===== src/design/npc_params.svh =====
// RV64 only; the data memory is tiny and word-indexed by address bits 7:3, with no bounds check.
`ifndef NPC_PARAMS_SVH
`define NPC_PARAMS_SVH

`default_nettype none

// integer data width.
`define NPC_XLEN 64

// architectural integer registers, x0 included.
`define NPC_NREGS 32

// data memory depth in 64-bit words; bits 2:0 of an address select the byte lane.
`define NPC_DMEM_WORDS 32

// PC of the first accepted instruction.
`define NPC_RESET_PC 64'h0000_0000_8000_0000

`default_nettype wire

`endif


===== src/design/npc_pkg.sv =====
// stage payloads assume RV64I with 32 registers; rd fields take their width from the register count.
`include "npc_params.svh"
`default_nettype none

package npc_pkg;

  localparam int unsigned REG_AW = $clog2(`NPC_NREGS);

  typedef enum logic [3:0] {
    ALU_ADD, ALU_SUB, ALU_AND, ALU_OR, ALU_XOR,
    ALU_SLT, ALU_SLTU, ALU_SLL, ALU_SRL, ALU_PASSB
  } alu_op_e;

  typedef enum logic [2:0] {
    MEM_NONE, MEM_LD, MEM_LW, MEM_LBU, MEM_SD, MEM_SW, MEM_SB
  } mem_op_e;

  // decode to execute.
  typedef struct packed {
    logic [`NPC_XLEN-1:0] op_a;
    logic [`NPC_XLEN-1:0] op_b;
    logic [`NPC_XLEN-1:0] st_data;
    alu_op_e              alu_op;
    logic                 word;    // sign-extend the low 32 bits of the result.
    mem_op_e              mem_op;
    logic [REG_AW-1:0]    rd;
    logic                 we;
    logic                 illegal;
  } dec_t;

  // execute to memory.
  typedef struct packed {
    logic [`NPC_XLEN-1:0] res;     // ALU result, or the address for loads and stores.
    logic [`NPC_XLEN-1:0] st_data;
    mem_op_e              mem_op;
    logic [REG_AW-1:0]    rd;
    logic                 we;
    logic                 illegal;
  } ex_t;

  // writeback record, one per instruction in program order.
  typedef struct packed {
    logic [REG_AW-1:0]    rd;
    logic [`NPC_XLEN-1:0] data;
    logic                 we;
    logic                 illegal;
  } wb_t;

endpackage

`default_nettype wire


===== src/design/npc_idu.sv =====
// decodes a subset of RV64I only; no forwarding, so any pending write to a used register stalls.
`timescale 1ns/1ps
`include "npc_params.svh"
`default_nettype none

module npc_idu (
  input  wire                  i_clk,
  input  wire                  i_rst,
  input  wire                  i_inst_valid,
  output logic                 o_inst_ready,
  input  wire  [31:0]          i_inst,
  input  wire  npc_pkg::wb_t   i_wb,
  input  wire                  i_wb_fire,
  output logic                 o_valid,
  input  wire                  i_ready,
  output npc_pkg::dec_t        o_dec
);

  localparam logic [6:0] OPC_LUI   = 7'b0110111;
  localparam logic [6:0] OPC_AUIPC = 7'b0010111;
  localparam logic [6:0] OPC_IMM   = 7'b0010011;
  localparam logic [6:0] OPC_OP    = 7'b0110011;
  localparam logic [6:0] OPC_OP32  = 7'b0111011;
  localparam logic [6:0] OPC_LOAD  = 7'b0000011;
  localparam logic [6:0] OPC_STORE = 7'b0100011;

  typedef enum logic [1:0] {A_RS1, A_ZERO, A_PC} a_sel_e;

  logic [`NPC_XLEN-1:0]      regs_q [`NPC_NREGS];
  logic [`NPC_NREGS-1:0]     busy_q;
  logic [`NPC_XLEN-1:0]      pc_q;
  logic [6:0]                opcode;
  logic [2:0]                funct3;
  logic [6:0]                funct7;
  logic [npc_pkg::REG_AW-1:0] rs1, rs2, rd;
  logic [`NPC_XLEN-1:0]      imm_i, imm_s, imm_u, imm;
  npc_pkg::alu_op_e          d_alu;
  npc_pkg::mem_op_e          d_mem;
  logic                      d_word, d_we, d_ill, use_rs1, use_rs2, b_reg;
  a_sel_e                    a_sel;
  logic                      hazard, fire;

  assign opcode = i_inst[6:0];
  assign rd     = i_inst[11:7];
  assign funct3 = i_inst[14:12];
  assign rs1    = i_inst[19:15];
  assign rs2    = i_inst[24:20];
  assign funct7 = i_inst[31:25];

  assign imm_i = {{52{i_inst[31]}}, i_inst[31:20]};
  assign imm_s = {{52{i_inst[31]}}, i_inst[31:25], i_inst[11:7]};
  assign imm_u = {{32{i_inst[31]}}, i_inst[31:12], 12'b0};

  always_comb begin
    d_alu   = npc_pkg::ALU_ADD;
    d_mem   = npc_pkg::MEM_NONE;
    d_word  = 1'b0;
    d_we    = 1'b1;
    d_ill   = 1'b0;
    use_rs1 = 1'b1;
    use_rs2 = 1'b0;
    b_reg   = 1'b0;
    a_sel   = A_RS1;
    imm     = imm_i;
    case (opcode)
      OPC_LUI: begin
        a_sel   = A_ZERO;
        use_rs1 = 1'b0;
        imm     = imm_u;
      end
      OPC_AUIPC: begin
        a_sel   = A_PC;
        use_rs1 = 1'b0;
        imm     = imm_u;
      end
      OPC_IMM: begin
        case (funct3)
          3'b000: d_alu = npc_pkg::ALU_ADD;
          3'b001: d_alu = npc_pkg::ALU_SLL;
          3'b101: d_alu = npc_pkg::ALU_SRL;
          default: d_ill = 1'b1;
        endcase
        // RV64 shifts keep a 6-bit shamt, so only bits 31:26 must be zero.
        if (funct3 != 3'b000 && i_inst[31:26] != 6'b0) d_ill = 1'b1;
      end
      OPC_OP: begin
        use_rs2 = 1'b1;
        b_reg   = 1'b1;
        case ({funct7, funct3})
          {7'h00, 3'b000}: d_alu = npc_pkg::ALU_ADD;
          {7'h20, 3'b000}: d_alu = npc_pkg::ALU_SUB;
          {7'h00, 3'b010}: d_alu = npc_pkg::ALU_SLT;
          {7'h00, 3'b011}: d_alu = npc_pkg::ALU_SLTU;
          {7'h00, 3'b100}: d_alu = npc_pkg::ALU_XOR;
          {7'h00, 3'b110}: d_alu = npc_pkg::ALU_OR;
          {7'h00, 3'b111}: d_alu = npc_pkg::ALU_AND;
          default: d_ill = 1'b1;
        endcase
      end
      OPC_OP32: begin
        use_rs2 = 1'b1;
        b_reg   = 1'b1;
        d_word  = 1'b1;
        if (funct7 != 7'h00 || funct3 != 3'b000) d_ill = 1'b1;
      end
      OPC_LOAD: begin
        case (funct3)
          3'b011: d_mem = npc_pkg::MEM_LD;
          3'b010: d_mem = npc_pkg::MEM_LW;
          3'b100: d_mem = npc_pkg::MEM_LBU;
          default: d_ill = 1'b1;
        endcase
      end
      OPC_STORE: begin
        d_we    = 1'b0;
        use_rs2 = 1'b1;
        imm     = imm_s;
        case (funct3)
          3'b011: d_mem = npc_pkg::MEM_SD;
          3'b010: d_mem = npc_pkg::MEM_SW;
          3'b000: d_mem = npc_pkg::MEM_SB;
          default: d_ill = 1'b1;
        endcase
      end
      default: d_ill = 1'b1;
    endcase
    if (d_ill) begin // illegal encodings travel as a no-op record.
      d_alu   = npc_pkg::ALU_PASSB;
      d_mem   = npc_pkg::MEM_NONE;
      d_word  = 1'b0;
      d_we    = 1'b0;
      use_rs1 = 1'b0;
      use_rs2 = 1'b0;
    end
  end

  assign hazard = (use_rs1 && busy_q[rs1]) || (use_rs2 && busy_q[rs2]) || (d_we && busy_q[rd]);
  assign o_valid      = i_inst_valid && !hazard;
  assign o_inst_ready = i_ready && !hazard;
  assign fire         = i_inst_valid && o_inst_ready;

  always_comb begin
    case (a_sel)
      A_ZERO:  o_dec.op_a = '0;
      A_PC:    o_dec.op_a = pc_q;
      default: o_dec.op_a = regs_q[rs1];
    endcase
    o_dec.op_b    = b_reg ? regs_q[rs2] : imm;
    o_dec.st_data = regs_q[rs2];
    o_dec.alu_op  = d_alu;
    o_dec.word    = d_word;
    o_dec.mem_op  = d_mem;
    o_dec.rd      = rd;
    o_dec.we      = d_we;
    o_dec.illegal = d_ill;
  end

  always_ff @(posedge i_clk) begin
    if (i_rst) begin
      pc_q   <= `NPC_RESET_PC;
      busy_q <= '0;
      for (int i = 0; i < `NPC_NREGS; i++) regs_q[i] <= '0;
    end else begin
      if (fire) pc_q <= pc_q + 64'd4;
      if (i_wb_fire && i_wb.we && i_wb.rd != '0) begin
        regs_q[i_wb.rd] <= i_wb.data;
        busy_q[i_wb.rd] <= 1'b0;
      end
      if (fire && d_we && rd != '0) busy_q[rd] <= 1'b1; // x0 never goes busy.
    end
  end

endmodule

`default_nettype wire


===== config.mk =====
export PLATFORM = sky130hd
export DESIGN_NAME = npc_idu
export DESIGN_NICKNAME = d
export VERILOG_FILES = /design/src/design/npc_pkg.sv /design/src/design/npc_idu.sv
export VERILOG_INCLUDE_DIRS = /design/src /design/src/design
export SDC_FILE = /design/constraint.sdc
export NUM_CORES = 2
export LEC_CHECK = 0
export BUFFER_PORTS_ARGS = -buffer_cell sky130_fd_sc_hd__buf_2
export CAP_MARGIN = 20
export CORE_AREA = 2 2 557 420
export DETAILED_ROUTE_END_ITERATION = 8
export DIE_AREA = 0 0 559 422
export PLACE_DENSITY = 0.67
export SYNTH_ARGS = -nofsm -noshare
export SYNTH_HDL_FRONTEND = slang
export SYNTH_SLANG_ARGS = --single-unit

===== constraint.sdc =====
create_clock -name i_clk -period 6.7 [get_ports i_clk]
set_clock_uncertainty 0.2 [all_clocks]
set_input_delay 1.005 -clock i_clk [delete_from_list [all_inputs] [get_ports i_clk]]
set_output_delay 1.005 -clock i_clk [all_outputs]
set_load 0.1 [all_outputs]

Word level (Yosys, flattened, before mapping)
Memory sizes are Yosys's and may differ from the RTL's.
Cells that the tools add are included.
{"block": "word_totals", "in_bits": 108, "out_inout_bits": 209, "reg_bits": 96, "mem_bits_rw": 2048, "memories": 1, "wordCells": 114}
{"block": "op_classes", "reduce_logical": 32, "muxes": 49, "bitwise": 3, "addsub": 1, "magnitude_cmp": 6, "eq_ne": 20}
{"memory": "regs_q", "depth": 32, "width": 64, "read_ports": 2, "rd_ports_with_merged_regs": 0, "write_ports": 32, "line": "npc_idu.sv:29", "rtl": "logic [`NPC_XLEN-1:0] regs_q [`NPC_NREGS];"}
{"op": "two-way mux 64 bit", "count": 2}
{"op": "one-hot mux 64 bit (2 select lines)", "count": 1}
{"op": "two-way mux 32 bit", "count": 3}
{"op": "adder 64 x 3 -> 64 bit (second input constant)", "count": 1}
{"op": "OR reduction 64 bit", "count": 1}
{"op": "one-hot mux 31 bit (2 select lines)", "count": 1}
{"op": "AND 32 bit", "count": 1}
{"op": "NOT 32 bit", "count": 1}
{"op": "bitwise OR 32 bit", "count": 1}
{"op": "== test 10 x 3 -> 1 bit (second input constant)", "count": 3}
{"op": "== test 7 x 6 -> 1 bit (second input constant)", "count": 4}
{"op": "two-way mux 1 bit", "count": 26}
{"op": "< comparator 5 x 6 -> 1 bit (second input constant)", "count": 4}
{"op": "== test 10 x 2 -> 1 bit (second input constant)", "count": 2}
{"op": "one-hot mux 3 bit (6 select lines)", "count": 1}
{"op": "one-hot mux 4 bit (2 select lines)", "count": 2}
{"op": "binary-select mux 1 bit (select 5 bit)", "count": 3}
{"op": "== test 7 x 5 -> 1 bit (second input constant)", "count": 2}
{"op": "logical AND 1 bit", "count": 13}
{"op": "OR reduction 3 bit", "count": 4}
{"op": "demux 1 bit (select 5 bit)", "count": 2}
{"op": "== test 10 x 9 -> 1 bit (second input constant)", "count": 1}
{"op": "greater-or-equal comparator 5 x 1 -> 1 bit (second input constant)", "count": 2}
{"op": "zero test 10 bit", "count": 1}
{"op": "other kinds (23)", "count": 29}

Logic depth before layout (Yosys ltp)
{"block": "depth", "word_depth": 15, "ltp_mapped": 16, "depth_no_buf": 12}

Worst setup path before layout
Ideal clock, no wire load.
{"block": "synth_timing", "kind": "input to output", "startpoint": "in i_inst[15]", "endpoint": "out o_dec[183] in the netlist's numbering", "n_path_buf": 4, "path_stages": 8, "t_arrival_ns": 4.975, "path_slack_ns": 0.520, "cell_sequence": "buf_2 > clkbuf_1 > clkbuf_1 > buf_1 > mux4_2 > mux4_2 > mux2i_1 > o21ai_0"}
{"item": "from (decl)", "line": "npc_idu.sv:11", "rtl": "input wire [31:0] i_inst,"}
{"item": "to (decl)", "line": "npc_idu.sv:16", "rtl": "output npc_pkg::dec_t o_dec"}

==> flow_summary.toml <==
[run_status]
run_status = "completed"

[power_and_ir_drop]
pwr-share-seq_pct = 47.0
pwr-share-clk_pct = 36.4
p_int_uw = 23900
combPwrFrac_pct = 16.7
leakage_uw = 0.0430
vdd_ir_drop_max_v = 0.000188
p_sw_share_pct = 28.4
power.total_uw = 33400
power_density_mw_per_mm2 = 261
switchingPower_uw = 9470

[synth]
synthFlopType = "edfxtp_1"
avgSynthCellArea_um2 = 15.8
synth_edf_count = 2048
syn_inst = 7276
yosysWarnings = 0
async_flop_share_pct = 0
synth-seq-area-share_pct = 55.2
synth.cell_area_mm2 = 0.115
synth-seq-cells = 2142
synth_cell_types = 62

[grt]
grt_overflow = 0
grt_pass1_wl_mm = 575
grt_use_total_pct = 35.1
grt_max_degree = 111
grt_pass1_vias = 72400
antenna_found_initial = 86

[place]
place_area_mm2 = 0.121
gp_congestion = 0.921
place_ws_ns = 0.607
hpwl_mm = 239
io_buffers = 315

[clock_tree]
postCtsSetupRepairBufs = 0
numCtsBuffers = 216
h-tree-depth = 4
cts_hold_buffers = 0
tritoncts = "yes"
ctsLongestPathBuffers = 4
clk_pin_slew_worst_paths_ns = 0.06
cts.sinks = 2142
cts.repair.resized = 0
root_buffer = "clkbuf_16"
insertion_delay_ns = 0.87

[sta]
finalHoldViolations = 0
finalCritPeriodShare_pct = 92.2
finalSetupViolCount = 0
min_period_ns = 6.18
worst_pin_slew_ns = 1.24
setup_tns_ns = 0
max_freq_mhz = 162
final-max-slew-violation-count = 0
maxSlewHeadroom_pct = 17.6
rsz0062_at_grt = "no"
finalWorstSetupSlack_ns = 0.522

[cells_and_area]
stdcell_area_mm2 = 0.128
drive_gt1_share_pct = 31.2
nFillCells = 17800
nNetsFinal = 7458
areaGrowthSynthToFinish_pct = 11.3
mostFrequentLayoutCells = "2048 x edfxtp_1, 1998 x and2_1, 1301 x mux4_2"
multiInputGateArea_mm2 = 0.0488
seq_area_mm2 = 0.0634
final_common_cell = "edfxtp_1"

[floorplanning]
initial_core_util_pct = 49.7
rows = 153
die_area_mm2 = 0.236
core_area_mm2 = 0.231
fp.dieH_um = 422
fp.dieW_um = 559
io_pins = 317

[critical_path]
path_buf_inv = 5
crit_arrival_ns = 4.97
crit_required_ns = 5.49
crit_type = "in -> out"
critPathMaxFanout = 56
cpPeakStageDelay_ns = 0.66
path_cells = "buf_8 -> buf_12 -> buf_12 -> mux4_2 -> mux4_2 -> mux2i_1 -> buf_4 -> o21ai_0 -> buf_2"
cp-end-kind = "output pin"
critPathLaunchType = "input pin"
critical-path-top-delay-family = "buffers and inverters"
cp_slowest_cell = "mux2i_1"

[detailed_routing]
via_per_inst = 7.02
drtIter0Drc = 14700
drt.antenna.violating_nets = 0
drc = 0
wl_per_cell_um = 39.0
routed_wl_mm = 416
first_pass_iters = 9
vias = 74900

[min_path]
min_path_type = "reg -> reg"

[flow_run]
cap_violations = 0
path summary, 6_finish.rpt:
kind                          from               endpoint  slack [ns]  cells after the start
max reg2reg   pc_q[4]$_SDFFE_PP0P_  pc_q[52]$_SDFFE_PP0P_        3.23                      8
min          pc_q[46]$_SDFFE_PP0P_  pc_q[46]$_SDFFE_PP0P_        0.31                      2
max                     i_inst[15]             o_dec[188]        0.52                      9
min reg2reg  pc_q[46]$_SDFFE_PP0P_  pc_q[46]$_SDFFE_PP0P_        0.31                      2
cell families after synthesis:
group,count (synthesis),share of synthesized area [%]
buf+inv,848,2.86
compound gates,326,1.75
fa+ha+maj,4,0.0414
flops,2142,55.2
other cells,1,0.00327
mux,1443,26.9
simple gates,2512,13.2
synth_stat cells (11+ instances only):
cell         n  area, um2
nand3_1     94        470
and3_1      17        106
nor4_1      12       75.1
or4_1       49        368
buf_1      105        394
o31ai_1     46        345
o22ai_1     33        206
nor3_1      31        155
and2_1    1998      12500
nor2_1     105        394
nor2b_1     20        125
nand2_1    108        405
mux2_2      71        800
dfxtp_1     94       1880
a21o_1      34        255
a21oi_1     83        415
inv_1       47        176
mux4_2    1301      29300
edfxtp_1  2048      61500
clkbuf_1   660       2480
mux2i_1     71        711
o21ai_0     93        465
buf_2       22        110
nand4_1     26        163
and4_1      11       96.3
flip-flops by register name, indices dropped and copies added (netlist names):
signal	cells
regs_q	2048
pc_q	62
busy_q	32
worst min-delay path: cells and delay by family, from the launching register on:
kind            cells  cell delay (ns)
compound gates      2             0.12
flops               1             0.33
cell type report:
cell class	count	area share [%]
Timing Repair Buffer	591	3.62
Tap cell	3100	3.04
Clock inverter	121	0.862
Clock buffer	258	4.42
Inverter	47	0.138
Multi-Input combinational cell	4349	38.2
Antenna cell	56	0.110
Sequential cell	2142	49.6
metal layers:
layer | vias to the layer above | track usage, % | share of wire [%]
met4 | 38 | 14.7 | 4.5
met5 | - | 0.988 | 0.14
met3 | 1004 | 12.8 | 16
met1 | 38800 | 48.4 | 36
li1 | 28500 | - | -
met2 | 6546 | 50.2 | 43
stage by stage:
stage	hold slack, ns	util, %	std cells
5_1_grt	0.323	55.4	10600
6_report	0.305	55.4	10700
2_1_floorplan	0.252	-	7339
3_5_place_dp	0.294	52.4	10200
4_1_cts	0.303	55.3	10600
3_3_place_gp	0.265	52.3	10200
power groups by stage:
stage | clock network [uW] | logic (uW) | registers [uW]
floorplan | 0 | 3680 | 15800
global placement | 0 | 5430 | 15900
detailed placement | 0 | 5460 | 15900
CTS | 12100 | 5470 | 15700
global route | 12600 | 5660 | 15700
finish | 12100 | 5570 | 15700
No activity file was read; power rests on OpenSTA's default activity.
